## src/source/sv32_pkg.sv

```systemverilog
// sv32 translation unit shared types, widths and bit positions
package sv32_pkg;

    typedef logic [31:0] addr_t;
    typedef logic [31:0] word_t;
    typedef logic [3:0]  wmask_t;
    typedef logic [21:0] ppn_t;
    typedef logic [9:0]  vpn_part_t;

    typedef enum logic [1:0] {
        u_mode = 2'b00,
        s_mode = 2'b01,
        m_mode = 2'b11
    } priv_mode_t;

    typedef enum logic {
        fault_access = 1'b0,
        fault_page   = 1'b1
    } fault_t;

    // 4 KiB pages, two levels of 1024 entries
    localparam int page_offset_width = 12;
    localparam int vpn_part_width    = 10;
    localparam int pte_size_log2     = 2;

    // satp is MODE | ASID | PPN
    localparam int satp_mode_bit  = 31;
    localparam int satp_ppn_width = 22;

    // pte flag bits
    localparam int pte_v_bit = 0;
    localparam int pte_r_bit = 1;
    localparam int pte_w_bit = 2;
    localparam int pte_x_bit = 3;
    localparam int pte_u_bit = 4;
    localparam int pte_g_bit = 5;
    localparam int pte_a_bit = 6;
    localparam int pte_d_bit = 7;

    // pte ppn fields
    localparam int ppn0_lsb = 10;
    localparam int ppn1_lsb = 20;

endpackage

```

## src/source/memory_access.sv

```systemverilog
// memory access: issues the translated access or reports the fault, bare mode passes through
module memory_access
    import sv32_pkg::*;
(
    input  logic   clk,
    input  logic   reset,
    input  logic   paging_on,
    input  logic   capture_ready,
    input  logic   preq_valid,
    input  addr_t  preq_addr,
    input  logic   preq_wen,
    input  word_t  preq_wdata,
    input  wmask_t preq_wmask,
    input  logic   held_wen,
    input  word_t  held_wdata,
    input  wmask_t held_wmask,
    input  logic   walk_done,
    input  logic   walk_fault,
    input  fault_t walk_errty,
    input  addr_t  phys_addr,
    input  logic   memreq_ready,
    input  logic   memresp_valid,
    input  word_t  memresp_rdata,
    input  logic   memresp_error,
    input  fault_t memresp_errty,
    output logic   preq_ready,
    output logic   memreq_valid,
    output addr_t  memreq_addr,
    output logic   memreq_wen,
    output word_t  memreq_wdata,
    output wmask_t memreq_wmask,
    output logic   presp_valid,
    output word_t  presp_rdata,
    output logic   presp_error,
    output fault_t presp_errty,
    output logic   txn_end
);

    typedef enum logic [1:0] {
        acc_idle,
        acc_req,
        acc_wait,
        acc_resp
    } acc_state_t;

    acc_state_t state;
    word_t      result_rdata;
    logic       result_error;
    fault_t     result_errty;

    always_ff @(posedge clk) begin
        if (reset) begin
            state <= acc_idle;
        end else begin
            case (state)
                acc_idle: begin
                    if (walk_done) begin
                        if (walk_fault) begin
                            // skip memory, answer with the walk fault
                            result_rdata <= '0;
                            result_error <= 1'b1;
                            result_errty <= walk_errty;
                            state        <= acc_resp;
                        end else begin
                            state <= acc_req;
                        end
                    end
                end
                acc_req: begin
                    if (memreq_ready) begin
                        state <= acc_wait;
                    end
                end
                acc_wait: begin
                    if (memresp_valid) begin
                        result_rdata <= memresp_rdata;
                        result_error <= memresp_error;
                        result_errty <= memresp_errty;
                        state        <= acc_resp;
                    end
                end
                acc_resp: state <= acc_idle;
                default:  state <= acc_idle;
            endcase
        end
    end

    assign txn_end = (state == acc_resp);

    // bare mode is a straight connection
    assign preq_ready   = paging_on ? capture_ready : memreq_ready;
    assign memreq_valid = paging_on ? (state == acc_req) : preq_valid;
    assign memreq_addr  = paging_on ? phys_addr : preq_addr;
    assign memreq_wen   = paging_on ? held_wen : preq_wen;
    assign memreq_wdata = paging_on ? held_wdata : preq_wdata;
    assign memreq_wmask = paging_on ? held_wmask : preq_wmask;

    assign presp_valid  = paging_on ? txn_end : memresp_valid;
    assign presp_rdata  = paging_on ? result_rdata : memresp_rdata;
    assign presp_error  = paging_on ? result_error : memresp_error;
    assign presp_errty  = paging_on ? result_errty : memresp_errty;

    // translated fields come from the walker and capture, held until memory takes them
    assert property (@(posedge clk) disable iff (reset || !paging_on)
        memreq_valid && !memreq_ready |=> memreq_valid && $stable(memreq_addr)
            && $stable(memreq_wen) && $stable(memreq_wdata) && $stable(memreq_wmask))
        else $error("memory request withdrawn or changed before ready");

endmodule

```

## src/source/page_walker.sv

```systemverilog
// page walker: two-level sv32 walk over the pte read port, forms the physical address
module page_walker
    import sv32_pkg::*;
(
    input  logic       clk,
    input  logic       reset,
    input  logic       walk_start,
    input  word_t      satp,
    input  addr_t      held_addr,
    input  logic       held_wen,
    input  priv_mode_t mode,
    input  logic       sum,
    input  logic       mxr,
    input  logic       txn_end,
    input  logic       ptereq_ready,
    input  logic       pteresp_valid,
    input  word_t      pteresp_rdata,
    input  logic       pteresp_error,
    output logic       ptereq_valid,
    output addr_t      ptereq_addr,
    output logic       walk_done,
    output logic       walk_fault,
    output fault_t     walk_errty,
    output addr_t      phys_addr
);

    typedef enum logic [1:0] {
        walk_idle,
        walk_req,
        walk_resp,
        walk_hold
    } walk_state_t;

    walk_state_t state;
    logic        level;
    addr_t       pte_addr;
    addr_t       leaf_addr;
    vpn_part_t   vpn1;
    vpn_part_t   vpn0;
    ppn_t        satp_ppn;
    ppn_t        pte_ppn;
    logic        is_leaf;
    logic        page_fault;
    logic [page_offset_width-1:0] offset;

    // table base is page aligned, so base + index * 4 is a concatenation
    function automatic addr_t table_entry(input ppn_t ppn, input vpn_part_t index);
        table_entry = {ppn[$bits(addr_t)-page_offset_width-1:0], index,
                       {pte_size_log2{1'b0}}};
    endfunction

    assign vpn1     = held_addr[$bits(addr_t)-1 -: vpn_part_width];
    assign vpn0     = held_addr[page_offset_width +: vpn_part_width];
    assign offset   = held_addr[page_offset_width-1:0];
    assign satp_ppn = satp[satp_ppn_width-1:0];
    assign pte_ppn  = pteresp_rdata[$bits(word_t)-1:ppn0_lsb];

    // superpage keeps vpn0 from the virtual address
    assign leaf_addr = level
        ? {pteresp_rdata[ppn1_lsb +: vpn_part_width], vpn0, offset}
        : {pte_ppn[$bits(addr_t)-page_offset_width-1:0], offset};

    pte_fault_check pte_check (
        .pte        (pteresp_rdata),
        .level      (level),
        .wen        (held_wen),
        .mode       (mode),
        .sum        (sum),
        .mxr        (mxr),
        .is_leaf    (is_leaf),
        .page_fault (page_fault)
    );

    assign ptereq_valid = (state == walk_req);
    assign ptereq_addr  = pte_addr;

    always_ff @(posedge clk) begin
        if (reset) begin
            state     <= walk_idle;
            level     <= 1'b1;
            walk_done <= 1'b0;
        end else begin
            walk_done <= 1'b0;
            case (state)
                walk_idle: begin
                    if (walk_start) begin
                        level    <= 1'b1;
                        pte_addr <= table_entry(satp_ppn, vpn1);
                        state    <= walk_req;
                    end
                end
                walk_req: begin
                    if (ptereq_ready) begin
                        state <= walk_resp;
                    end
                end
                walk_resp: begin
                    if (pteresp_valid) begin
                        if (pteresp_error || page_fault || is_leaf) begin
                            walk_done  <= 1'b1;
                            walk_fault <= pteresp_error || page_fault;
                            walk_errty <= pteresp_error ? fault_access : fault_page;
                            phys_addr  <= leaf_addr;
                            state      <= walk_hold;
                        end else begin
                            // pointer to the second level table
                            level    <= 1'b0;
                            pte_addr <= table_entry(pte_ppn, vpn0);
                            state    <= walk_req;
                        end
                    end
                end
                walk_hold: begin
                    if (txn_end) begin
                        state <= walk_idle;
                    end
                end
                default: state <= walk_idle;
            endcase
        end
    end

    assert property (@(posedge clk) disable iff (reset)
        ptereq_valid && !ptereq_ready |=> ptereq_valid && $stable(ptereq_addr))
        else $error("pte request dropped or changed before ready");

endmodule

```

## src/source/pte_fault_check.sv

```systemverilog
// pte check: leaf detection and page fault rules for one page table entry
module pte_fault_check
    import sv32_pkg::*;
(
    input  word_t      pte,
    input  logic       level,
    input  logic       wen,
    input  priv_mode_t mode,
    input  logic       sum,
    input  logic       mxr,
    output logic       is_leaf,
    output logic       page_fault
);

    logic v, r, w, x, u, g, a, d;
    logic bad_encoding;
    logic bad_pointer;
    logic misaligned;
    logic no_access;

    assign v = pte[pte_v_bit];
    assign r = pte[pte_r_bit];
    assign w = pte[pte_w_bit];
    assign x = pte[pte_x_bit];
    assign u = pte[pte_u_bit];
    assign g = pte[pte_g_bit];
    assign a = pte[pte_a_bit];
    assign d = pte[pte_d_bit];

    // any of r, w, x set means the walk ends here
    assign is_leaf = r | w | x;

    // w without r is reserved, global mappings are not supported
    assign bad_encoding = !v || (w && !r) || g;
    // pointer needs a, d, u clear and must not sit at the last level
    assign bad_pointer  = !is_leaf && ((a || d || u) || !level);
    // superpage needs ppn0 all zero
    assign misaligned   = is_leaf && level && (pte[ppn1_lsb-1:ppn0_lsb] != '0);
    assign no_access    = is_leaf && (!a
                        || (wen && (!w || !d))
                        || (!wen && !r && !(mxr && x))
                        || (mode == s_mode && u && !sum));

    assign page_fault = bad_encoding || bad_pointer || misaligned || no_access;

endmodule

```

## src/source/request_capture.sv

```systemverilog
// request capture: decides paging mode, accepts one request and holds it during the walk
module request_capture
    import sv32_pkg::*;
(
    input  logic       clk,
    input  logic       reset,
    input  priv_mode_t mode,
    input  word_t      satp,
    input  logic       preq_valid,
    input  addr_t      preq_addr,
    input  logic       preq_wen,
    input  word_t      preq_wdata,
    input  wmask_t     preq_wmask,
    input  logic       txn_end,
    output logic       paging_on,
    output logic       capture_ready,
    output logic       walk_start,
    output addr_t      held_addr,
    output logic       held_wen,
    output word_t      held_wdata,
    output wmask_t     held_wmask
);

    logic busy;
    logic accept;

    // machine mode never translates
    assign paging_on     = (mode != m_mode) && satp[satp_mode_bit];
    assign capture_ready = !busy;
    assign accept        = paging_on && preq_valid && !busy;

    always_ff @(posedge clk) begin
        if (reset) begin
            busy       <= 1'b0;
            walk_start <= 1'b0;
        end else begin
            walk_start <= accept;
            if (accept) begin
                busy <= 1'b1;
            end else if (txn_end) begin
                busy <= 1'b0;
            end
        end
    end

    // request fields stay put until the response goes out
    always_ff @(posedge clk) begin
        if (accept) begin
            held_addr  <= preq_addr;
            held_wen   <= preq_wen;
            held_wdata <= preq_wdata;
            held_wmask <= preq_wmask;
        end
    end

    // end of transaction only for a request that was accepted
    assert property (@(posedge clk) disable iff (reset) txn_end |-> busy)
        else $error("txn_end while request capture is idle");

endmodule

```

## src/source/sv32_mmu.sv

```systemverilog
// sv32 mmu top: translation unit for one data port of the core
module sv32_mmu
    import sv32_pkg::*;
(
    input  logic       clk,
    input  logic       reset,
    input  priv_mode_t mode,
    input  word_t      satp,
    input  logic       sum,
    input  logic       mxr,
    // processor side
    input  logic       preq_valid,
    input  addr_t      preq_addr,
    input  logic       preq_wen,
    input  word_t      preq_wdata,
    input  wmask_t     preq_wmask,
    output logic       preq_ready,
    output logic       presp_valid,
    output word_t      presp_rdata,
    output logic       presp_error,
    output fault_t     presp_errty,
    // memory side
    output logic       memreq_valid,
    output addr_t      memreq_addr,
    output logic       memreq_wen,
    output word_t      memreq_wdata,
    output wmask_t     memreq_wmask,
    input  logic       memreq_ready,
    input  logic       memresp_valid,
    input  word_t      memresp_rdata,
    input  logic       memresp_error,
    input  fault_t     memresp_errty,
    // page table side
    output logic       ptereq_valid,
    output addr_t      ptereq_addr,
    input  logic       ptereq_ready,
    input  logic       pteresp_valid,
    input  word_t      pteresp_rdata,
    input  logic       pteresp_error
);

    logic   paging_on;
    logic   capture_ready;
    logic   walk_start;
    addr_t  held_addr;
    logic   held_wen;
    word_t  held_wdata;
    wmask_t held_wmask;
    logic   walk_done;
    logic   walk_fault;
    fault_t walk_errty;
    addr_t  phys_addr;
    logic   txn_end;

    request_capture capture (
        .clk(clk), .reset(reset), .mode(mode), .satp(satp),
        .preq_valid(preq_valid), .preq_addr(preq_addr), .preq_wen(preq_wen),
        .preq_wdata(preq_wdata), .preq_wmask(preq_wmask), .txn_end(txn_end),
        .paging_on(paging_on), .capture_ready(capture_ready), .walk_start(walk_start),
        .held_addr(held_addr), .held_wen(held_wen), .held_wdata(held_wdata),
        .held_wmask(held_wmask)
    );

    page_walker walker (
        .clk(clk), .reset(reset), .walk_start(walk_start), .satp(satp),
        .held_addr(held_addr), .held_wen(held_wen), .mode(mode), .sum(sum), .mxr(mxr),
        .txn_end(txn_end), .ptereq_ready(ptereq_ready), .pteresp_valid(pteresp_valid),
        .pteresp_rdata(pteresp_rdata), .pteresp_error(pteresp_error),
        .ptereq_valid(ptereq_valid), .ptereq_addr(ptereq_addr), .walk_done(walk_done),
        .walk_fault(walk_fault), .walk_errty(walk_errty), .phys_addr(phys_addr)
    );

    memory_access access (
        .clk(clk), .reset(reset), .paging_on(paging_on), .capture_ready(capture_ready),
        .preq_valid(preq_valid), .preq_addr(preq_addr), .preq_wen(preq_wen),
        .preq_wdata(preq_wdata), .preq_wmask(preq_wmask), .held_wen(held_wen),
        .held_wdata(held_wdata), .held_wmask(held_wmask), .walk_done(walk_done),
        .walk_fault(walk_fault), .walk_errty(walk_errty), .phys_addr(phys_addr),
        .memreq_ready(memreq_ready), .memresp_valid(memresp_valid),
        .memresp_rdata(memresp_rdata), .memresp_error(memresp_error),
        .memresp_errty(memresp_errty), .preq_ready(preq_ready),
        .memreq_valid(memreq_valid), .memreq_addr(memreq_addr), .memreq_wen(memreq_wen),
        .memreq_wdata(memreq_wdata), .memreq_wmask(memreq_wmask),
        .presp_valid(presp_valid), .presp_rdata(presp_rdata), .presp_error(presp_error),
        .presp_errty(presp_errty), .txn_end(txn_end)
    );

endmodule

```

## config.mk

```make
export PLATFORM = sky130hd
export DESIGN_NAME = sv32_mmu
export DESIGN_NICKNAME = d
export VERILOG_FILES = /design/src/source/sv32_pkg.sv /design/src/source/memory_access.sv /design/src/source/page_walker.sv /design/src/source/pte_fault_check.sv /design/src/source/request_capture.sv /design/src/source/sv32_mmu.sv
export SDC_FILE = /design/constraint.sdc
export NUM_CORES = 1
export LEC_CHECK = 0
export BUFFER_PORTS_ARGS = -buffer_cell sky130_fd_sc_hd__buf_2
export CORE_AREA = 2 2 131 120
export DETAILED_ROUTE_END_ITERATION = 12
export DIE_AREA = 0 0 133 122
export PLACE_DENSITY = 0.86
export SLEW_MARGIN = 0
export SYNTH_ARGS = -nofsm -noshare
export SYNTH_HDL_FRONTEND = slang
export SYNTH_SLANG_ARGS = --single-unit
```

## constraint.sdc

```tcl
create_clock -name clk -period 18.9 [get_ports clk]
set_input_delay 0 -clock clk [delete_from_list [all_inputs] [get_ports clk]]
set_output_delay 0 -clock clk [all_outputs]
set_load 0.01 [all_outputs]
```

==> flow_summary.yaml, run 1 <==
place:
  detailedPlace.worstSlack_ns: 16.03
  dp_hpwl_mm: 12.68
  quantity_of_i_o_buffers_inserted_on_ports: 300
  gp_congestion: 0.8254
clock_tree:
  clock_tree.buffer_depth: 2
  hold_buffer_count_at_cts: 160
  cts_max_level: 4
  postCtsSetupRepairBufs: 0
  cts_buffers: 17
  number_of_clock_sinks: 175
  clock_tree_root_driver_cell: "clkbuf_16"
  tritoncts: "yes"
  clock_transition_at_the_registers_of_the_reported_paths_ns: 0.07
  ctsResizeCount: 0
  worstSkewPairLatency_ns: 0.42
hold_path:
  worst_hold_path_type: "in -> reg"
  min_delay_path_depth: 4
logic_synthesis:
  post_synth_and_or_nand_nor_area_fraction: 0.04672
  number_of_standard_cells_after_synthesis: 445
  syn_avg_cell_area_um2: 17.03
  yosysUniqueCellTypes: 33
  synth-seq-area-share: 0.6827
  ys_ff_latch: 175
  synth-xor-area-share: 0
  ys.warnings.count: 0
  synth_mux_area_frac: 0.2222
  synth_top_family_by_area: "multiplexers"
  post_synth_instance_area_um2: 7580
  synth_compound_area_frac: 0.01832
  synth_fa_ha_area_frac: 0.006603
layout:
  combined_area_of_the_multi_input_logic_cells_um2: 2263
  areaGrowthSynthToFinish_pct: 51.35
  mostFrequentLayoutCell: "buf_2"
  final_nets: 1090
  layout.cells.most_common_list: "buf_2, edfxtp_1, dlygate4sd3_1, mux2_2, mux2_1"
  final_layout_size_suffix_gt1_frac: 0.4837
  postLayoutCoreUtil: 0.7643
  filler_instances: 864
  register_area_um2: 5175
power:
  power_switching_uw: 263.3
  clock_power_share: 0.344
  p_total_uw: 1021
  power_report.internal_total_uw: 757.3
  combinationalPowerShare: 0.190
  total_leakage_power_uw: 0.004623
  power.density_nw_per_um2: 88.96
  power.switching_fraction: 0.2580
  seq_power_share: 0.466
  worst_ir_drop_on_vdd_mv: 0.07448
floorplanning:
  initial_core_util: 0.5050
  die-area_um2: 16230
  design.portCount: 318
  chipHeight_um: 122
  fp.dieW_um: 133
  row_count: 43
  core-area_um2: 15010
global_routing:
  global_route_wire_length_before_repair_mm: 33.75
  grt_util_all_layers: 0.2748
  gr-total-overflow: 0
  grt_start_max_net_pins: 59
  vias_in_the_first_global_route: 6325
  antenna_found_initial: 2
timing:
  final_count_of_pins_violating_max_slew: 0
  setup_violations: 0
  setup_slack_ns: 15.99
  fin_crit_sh: 0.1539
  fin_tns_setup_ns: 0
  finalClockSkew_ns: 0.008868
  fmax_mhz: 343.8
  slew_headroom: 0.2548
  finalHoldViolations: 0
  layout_min_cycle_time_ns: 2.909
  timing_worst_slew_pin_value_ns: 1.109
  rsz0062_at_grt: "false"
  fin_worst_hold_slack_ns: 0.04274
routing:
  detailroute.wirelength.met2_mm: 11.81
  detail_route.vias_per_cell: 5.241
  total_wirelength_mm: 22.19
  maxUsedRoutingLayer: "met4"
  post_drt_wl_per_cell_um: 19.74
  route.vias.total: 5891
  drt-met1-wl_mm: 8.291
  initialDrtViolationCount: 396
  met3_length_mm: 1.449
  drt_drc_violations_left: 0
  detailed_routing_iterations_pass_1: 7
  antenna_violating_nets_post_route: 0
worst_setup_path:
  cp_data_required_time_ns: 18.98
  timing.critical_path.fanout_max: 25
  sort_of_element_at_the_end_of_the_critical_path: "flip-flop"
  timing.critical_path.from_type: "flip-flop"
  crit_path_class: "reg -> reg"
  timing.critical_path.arrival_ns: 2.99
  number_of_cell_instances_on_the_worst_register_to_register_path: 4
run_status:
  run_status: "complete, no violations"
flow_run:
  max_cap_viol_count: 0
-- power by group through the flow --
stage / Combinational, uW / Clock [uW] / Sequential (uW)
floorplan: 97.9 / 0 / 485
global placement: 154 / 0 / 481
detailed placement: 162 / 0 / 483
CTS: 190 / 355 / 475
global route: 210 / 371 / 478
finish: 194 / 351 / 476
-- critical path, cell delays in order (launching register included) --
cell,delay (ns)
dfxtp_1,0.56
nor4b_2,0.29
and3_1,0.27
nor4_2,0.92
buf_4,0.51
-- state kept, by name (all words and copies together), names as in the netlist --
signal and count:
capture.busy 1, walker.walk_fault 1, access.result_errty 1, capture.held_wmask 4, capture.held_wdata 32, access.result_rdata 32, capture.held_wen 1, walker.state 2
capture.walk_start 1, walker.walk_errty 1, walker.phys_addr 32, walker.ptereq_addr 30, access.state 2, capture.held_addr 32, access.result_error 1, walker.level 1
walker.walk_done 1
-- cells by family (layout without fill, tap and decap cells) --
kind of cell               after synthesis  after routing
AOI/OAI and AO/OA                       19             19
adders and majority gates                4              4
buffers and inverters                   35            509
DFF                                    175            175
muxes                                  150            150
other                                    1              4
and+or+nand+nor                         61             61
-- routing by layer --
metal,global-route usage,vias up
met2,0.4981,320
li1,-,2634
met4,0.1163,0
met1,0.3072,2889
met5,0,-
met3,0.07491,48
-- final cells by class --
class / count / area share
Clock buffer: 17 / 0.03708
Multi-Input combinational cell: 236 / 0.1973
Clock inverter: 15 / 0.01374
Inverter: 10 / 0.003272
Sequential cell: 175 / 0.4511
Antenna cell: 2 / 0.0004363
Tap cell: 202 / 0.02203
Timing Repair Buffer: 467 / 0.2751
-- synthesized netlist by cell type --
cell type	instances	share of area
a2111oi_0	2	0.0023
a211o_1	2	0.0023
a211oi_1	3	0.0030
a21boi_1	1	0.00099
a21oi_1	4	0.0026
a221oi_2	1	0.0020
a31oi_1	1	0.00083
and2_1	32	0.026
and3_1	1	0.00083
buf_2	13	0.0086
buf_4	7	0.0069
clkbuf_1	5	0.0025
conb_1	1	0.00049
dfxtp_1	8	0.021
edfxtp_1	167	0.66
ha_1	4	0.0066
inv_1	10	0.0050
mux2_1	44	0.065
mux2_2	102	0.15
mux2i_1	4	0.0053
nand2_1	4	0.0020
nand2b_1	1	0.00083
nand3_1	2	0.0013
nand3b_1	1	0.00099
nor2_1	9	0.0045
nor2b_1	2	0.0017
nor3_1	3	0.0020
nor3b_1	1	0.00099
nor4_1	4	0.0033
nor4b_2	1	0.0020
o21a_1	1	0.00099
o21ai_0	2	0.0013
o31ai_1	2	0.0020
-- final timing paths --
kind	start	end	slack (ns)
worst max-delay path	walker.level	walker.phys_addr[2]	15.99
worst min-delay path	pteresp_rdata[6]	walker.walk_fault	0.04
worst max register to register	walker.level	walker.phys_addr[2]	15.99
worst min register to register	capture.held_addr[11]	walker.phys_addr[11]	0.42
-- through the flow --
stage          area [um^2]  cells
6_report             11470   1124
5_1_grt              11470   1124
2_1_floorplan         7584    446
4_1_cts              11470   1122
3_5_place_dp          9283    930
3_3_place_gp          9283    930
Power figures use the tool's default switching activity.
==> inputs of run 2 (changes only) <==
--- a/config.mk
+++ b/config.mk
@@ -6,10 +6,10 @@
 export NUM_CORES = 1
 export LEC_CHECK = 0
 export BUFFER_PORTS_ARGS = -buffer_cell sky130_fd_sc_hd__buf_2
-export CORE_AREA = 2 2 131 120
+export CORE_AREA = 2 2 136 125
 export DETAILED_ROUTE_END_ITERATION = 12
-export DIE_AREA = 0 0 133 122
-export PLACE_DENSITY = 0.86
+export DIE_AREA = 0 0 138 127
+export PLACE_DENSITY = 0.8
 export SLEW_MARGIN = 0
 export SYNTH_ARGS = -nofsm -noshare
 export SYNTH_HDL_FRONTEND = slang
==> constraint.sdc (replaced) <==
create_clock -name clk -period 2.78 [get_ports clk]
set_input_delay 0 -clock clk [delete_from_list [all_inputs] [get_ports clk]]
set_output_delay 0 -clock clk [all_outputs]
set_load 0.01 [all_outputs]
==> flow_summary.yaml, run 2 (synthesis gave the netlist of run 1 again) <==
clock_tree:
  clock_transition_at_the_registers_of_the_reported_paths_ns: 0.07
  number_of_clock_sinks: 175
  clock_tree.buffer_depth: 2
  tritoncts: "yes"
  worstSkewPairLatency_ns: 0.43
  postCtsSetupRepairBufs: 0
  cts_max_level: 4
  cts_buffers: 17
  ctsResizeCount: 0
  clock_tree_root_driver_cell: "clkbuf_16"
worst_setup_path:
  timing.critical_path.arrival_ns: 2.53
  reg2reg_slack_ns: 0.43
  sort_of_element_at_the_end_of_the_critical_path: "flip-flop"
  timing.critical_path.from_type: "flip-flop"
  cp_data_required_time_ns: 2.95
  timing.critical_path.fanout_max: 33
  crit_path_class: "reg -> reg"
layout:
  final_nets: 1092
  final_layout_size_suffix_gt1_frac: 0.4859
  postLayoutCoreUtil: 0.7230
  fin_area_um2: 11540
  mostFrequentLayoutCell: "buf_2"
  areaGrowthSynthToFinish_pct: 52.29
  layout.cells.most_common_list: "buf_2, edfxtp_1, dlygate4sd3_1, mux2_2, mux2_1"
timing:
  finalHoldViolations: 0
  layout_min_cycle_time_ns: 2.355
  final_count_of_pins_violating_max_slew: 0
  slew_headroom: 0.6143
  fin_worst_hold_slack_ns: 0.03883
  timing_worst_slew_pin_value_ns: 0.5786
  finalClockSkew_ns: 0.01185
  fmax_mhz: 424.6
  rsz0062_at_grt: "false"
  setup_violations: 0
  setup_slack_ns: 0.4250
  fin_crit_sh: 0.8471
run_status:
  run_status: "complete, no violations"
global_routing:
  antenna_found_initial: 2
  global_route_wire_length_before_repair_mm: 33.50
  grt_start_max_net_pins: 107
  vias_in_the_first_global_route: 6145
  grt_util_all_layers: 0.2459
  gr-total-overflow: 0
hold_path:
  worst_hold_path_type: "in -> reg"
floorplanning:
  row_count: 44
  design.portCount: 318
  initial_core_util: 0.4748
  die-area_um2: 17530
  core-area_um2: 15970
  chipHeight_um: 127
  fp.dieW_um: 138
routing:
  detailed_routing_iterations_pass_1: 7
  detail_route.vias_per_cell: 5.129
  total_wirelength_mm: 21.89
  initialDrtViolationCount: 377
  drt_drc_violations_left: 0
  antenna_violating_nets_post_route: 0
  post_drt_wl_per_cell_um: 19.35
  route.vias.total: 5801
flow_run:
  max_cap_viol_count: 0
place:
  detailedPlace.worstSlack_ns: 0.7666
  dpl_cell_area_um2: 9369
  quantity_of_i_o_buffers_inserted_on_ports: 300
  dp_hpwl_mm: 13.08
  gp_congestion: 0.8492
power:
  worst_ir_drop_on_vdd_mv: 0.4627
  total_leakage_power_uw: 0.004633
  power.density_nw_per_um2: 595.9
-- run 2: cell type report --
class	count	area (um^2)
Clock inverter	11	107.6
Antenna cell	2	5.005
Sequential cell	175	5175
Clock buffer	21	460.4
Multi-Input combinational cell	236	2291
Inverter	10	37.54
Timing Repair Buffer	469	3208
Fill cell	986	4422
Tap cell	207	259.0
-- run 2: critical path, cell delays in order (launching register included) --
cell and delay, ns:
dfxtp_1 0.42, inv_1 0.12, nand2_1 0.14, buf_4 0.43
mux2_2 0.39, dlygate4sd3_1 0.58
-- run 2: timing repair --
item                                    CTS  global route
hold buffers                            160             0
endpoints found under the setup margin    0             0
endpoints found under the hold margin   151             0
-- run 2: final timing paths --
path,startpoint,to,cells past startpoint
worst max-delay path,walker.state[0],walker.ptereq_addr[15],5
worst min-delay path,memreq_ready,access.state[1],5
worst max register to register,walker.state[0],walker.ptereq_addr[15],5
worst min register to register,capture.held_addr[3],walker.phys_addr[3],0
-- run 2: power by group --
| group | switching (uW) | internal (uW) |
|---|---|---|
| Sequential | 67.7 | 3160 |
| Clock | 1010 | 1290 |
| Combinational | 676 | 672 |
-- run 2: per-layer routing --
layer	part of all wire	GRT usage	wire length, um
met1	0.38	0.2812	8251
met2	0.52	0.4383	11460
met3	0.065	0.06484	1419
met4	0.034	0.1080	750
met5	0	0	0
-- run 2: through the flow --
| step | total power (uW) | instances | TNS (ns) |
|---|---|---|---|
| after floorplan | 3961 | 446 | -13.40 |
| after global placement | 4365 | 937 | 0 |
| after detailed placement | 4423 | 937 | 0 |
| after CTS | 6890 | 1129 | 0 |
| after global routing | 7147 | 1131 | 0 |
| final | 6879 | 1131 | 0 |
==> inputs of run 3 (changes only) <==
==> constraint.sdc (replaced) <==
create_clock -name clk -period 2.2 [get_ports clk]
set_input_delay 0 -clock clk [delete_from_list [all_inputs] [get_ports clk]]
set_output_delay 0 -clock clk [all_outputs]
set_load 0.01 [all_outputs]
==> flow_summary.yaml, run 3 (synthesis gave the netlist of run 1 again) <==
timing:
  setup_violations: 0
  fin_crit_sh: 0.9424
  finalClockSkew_ns: 0.008056
  final_count_of_pins_violating_max_slew: 0
  finalHoldViolations: 0
  setup_slack_ns: 0.1268
  timing_worst_slew_pin_value_ns: 0.5821
  slew_headroom: 0.6119
  rsz0062_at_grt: "false"
  fin_tns_setup_ns: 0
  fin_worst_hold_slack_ns: 0.04685
  fmax_mhz: 482.3
  layout_min_cycle_time_ns: 2.073
global_routing:
  vias_in_the_first_global_route: 6305
  gr-total-overflow: 0
  grt_util_all_layers: 0.2444
  grt_start_max_net_pins: 107
  global_route_wire_length_before_repair_mm: 33.06
  antenna_found_initial: 3
run_status:
  run_status: "complete, no violations"
floorplanning:
  design.portCount: 318
  chipHeight_um: 127
  die-area_um2: 17530
  core-area_um2: 15970
  row_count: 44
  fp.dieW_um: 138
  initial_core_util: 0.4748
layout:
  final_nets: 1095
  mostFrequentLayoutCell: "buf_2"
  postLayoutCoreUtil: 0.7308
  areaGrowthSynthToFinish_pct: 53.93
  layout.cells.most_common_list: "buf_2, edfxtp_1, dlygate4sd3_1, mux2_2, mux2_1"
  final_layout_size_suffix_gt1_frac: 0.4962
  layout.cells.non_filler: 1135
clock_tree:
  clock_tree_root_driver_cell: "clkbuf_16"
  postCtsSetupRepairBufs: 0
  number_of_clock_sinks: 175
  cts_buffers: 17
  worstSkewPairLatency_ns: 0.42
  tritoncts: "yes"
  cts_max_level: 4
  clock_transition_at_the_registers_of_the_reported_paths_ns: 0.07
  clock_tree.buffer_depth: 2
routing:
  post_drt_wl_per_cell_um: 19.56
  detailed_routing_iterations_pass_1: 4
  total_wirelength_mm: 22.20
  detail_route.vias_per_cell: 5.131
  initialDrtViolationCount: 285
  antenna_violating_nets_post_route: 0
  route.vias.total: 5824
  drt_drc_violations_left: 0
worst_setup_path:
  timing.critical_path.from_type: "flip-flop"
  timing.critical_path.slowest_stage_cell: "dlygate4sd3_1"
  timing.critical_path.fanout_max: 17
  number_of_cell_instances_on_the_worst_register_to_register_path: 5
  cp_data_required_time_ns: 2.37
  crit_chain: "inv_1 -> nand2_4 -> buf_12 -> mux2_2 -> dlygate4sd3_1"
  crit_path_class: "reg -> reg"
  slowest_delay_ns: 0.58
  timing.critical_path.arrival_ns: 2.24
  sort_of_element_at_the_end_of_the_critical_path: "flip-flop"
power:
  worst_ir_drop_on_vdd_mv: 0.5461
  power_switching_uw: 2277
  total_leakage_power_uw: 0.004668
  power_report.internal_total_uw: 6568
  seq_power_share: 0.461
  combinationalPowerShare: 0.201
  power.density_nw_per_um2: 758.1
  clock_power_share: 0.338
  power.switching_fraction: 0.2574
place:
  detailedPlace.worstSlack_ns: 0.3853
  gp_congestion: 0.9259
  dp_hpwl_mm: 12.93
  dp.cells: 938
  quantity_of_i_o_buffers_inserted_on_ports: 300
flow_run:
  max_cap_viol_count: 0
hold_path:
  worst_hold_path_type: "in -> reg"
  min_delay_path_depth: 5
## run 3: changes by cell type in the layout (fill, tap and decap cells not counted), moves of 2 or more
cell / before / now
dfxtp_2: 0 / 2
buf_12: 3 / 6
clkbuf_1: 2 / 0
ha_1: 4 / 2
clkbuf_8: 2 / 0
buf_4: 6 / 4
ha_2: 0 / 2
dfxtp_1: 8 / 6
clkinvlp_4: 2 / 5
## run 3: final timing paths
kind                                      startpoint                     end  slack, ns
worst min-delay path                    memreq_ready         access.state[0]       0.05
worst min register to register  capture.held_addr[2]     walker.phys_addr[2]       0.42
worst max register to register       walker.state[0]  walker.ptereq_addr[15]       0.13
worst max-delay path                 walker.state[0]  walker.ptereq_addr[15]       0.13
## run 3: critical path, delay by kind of cell (launching register included)
family                 cells  cell delay, ns
buffers and inverters      3            0.91
DFF                        1            0.41
muxes                      1            0.35
and+or+nand+nor            1            0.14
## run 3: metal layers
metal | vias up | track usage | wire length (um)
met5 | - | 0 | 0
met4 | 0 | 0.1110 | 699
met3 | 53 | 0.06634 | 1363
met2 | 258 | 0.4540 | 11900
met1 | 2862 | 0.2610 | 8239
li1 | 2651 | - | -
## run 3: final cells by class
class | count | area (um^2)
flip-flops and latches | 175 | 5177
fillers | 962 | 4298
repair buffers | 472 | 3288
multi-input cells | 236 | 2311
clock buffers | 17 | 425.4
well taps | 207 | 259.0
clock inverters | 15 | 157.7
inverters | 10 | 41.29
diodes | 3 | 7.507
## run 3: what timing repair did
item | in CTS | in global routing
hold buffers | 161 | 0
resized for setup | 0 | 1
setup endpoints to repair | 0 | 2
hold endpoints to repair | 151 | 0
## run 3: power by group through the flow
stage	Sequential, uW	Clock, uW	Combinational [uW]
final	4080	2990	1770
after global routing	4100	3160	1900
after CTS	4080	3040	1740
after detailed placement	4150	0	1500
after global placement	4130	0	1420
after floorplan	4130	0	910
## run 3: per-stage QoR
step                      total power [uW]  cell area [um^2]
after floorplan                       5041              7661
after global placement                5556              9435
after detailed placement              5651              9435
after CTS                             8855             11630
after global routing                  9165             11670
final                                 8845             11670
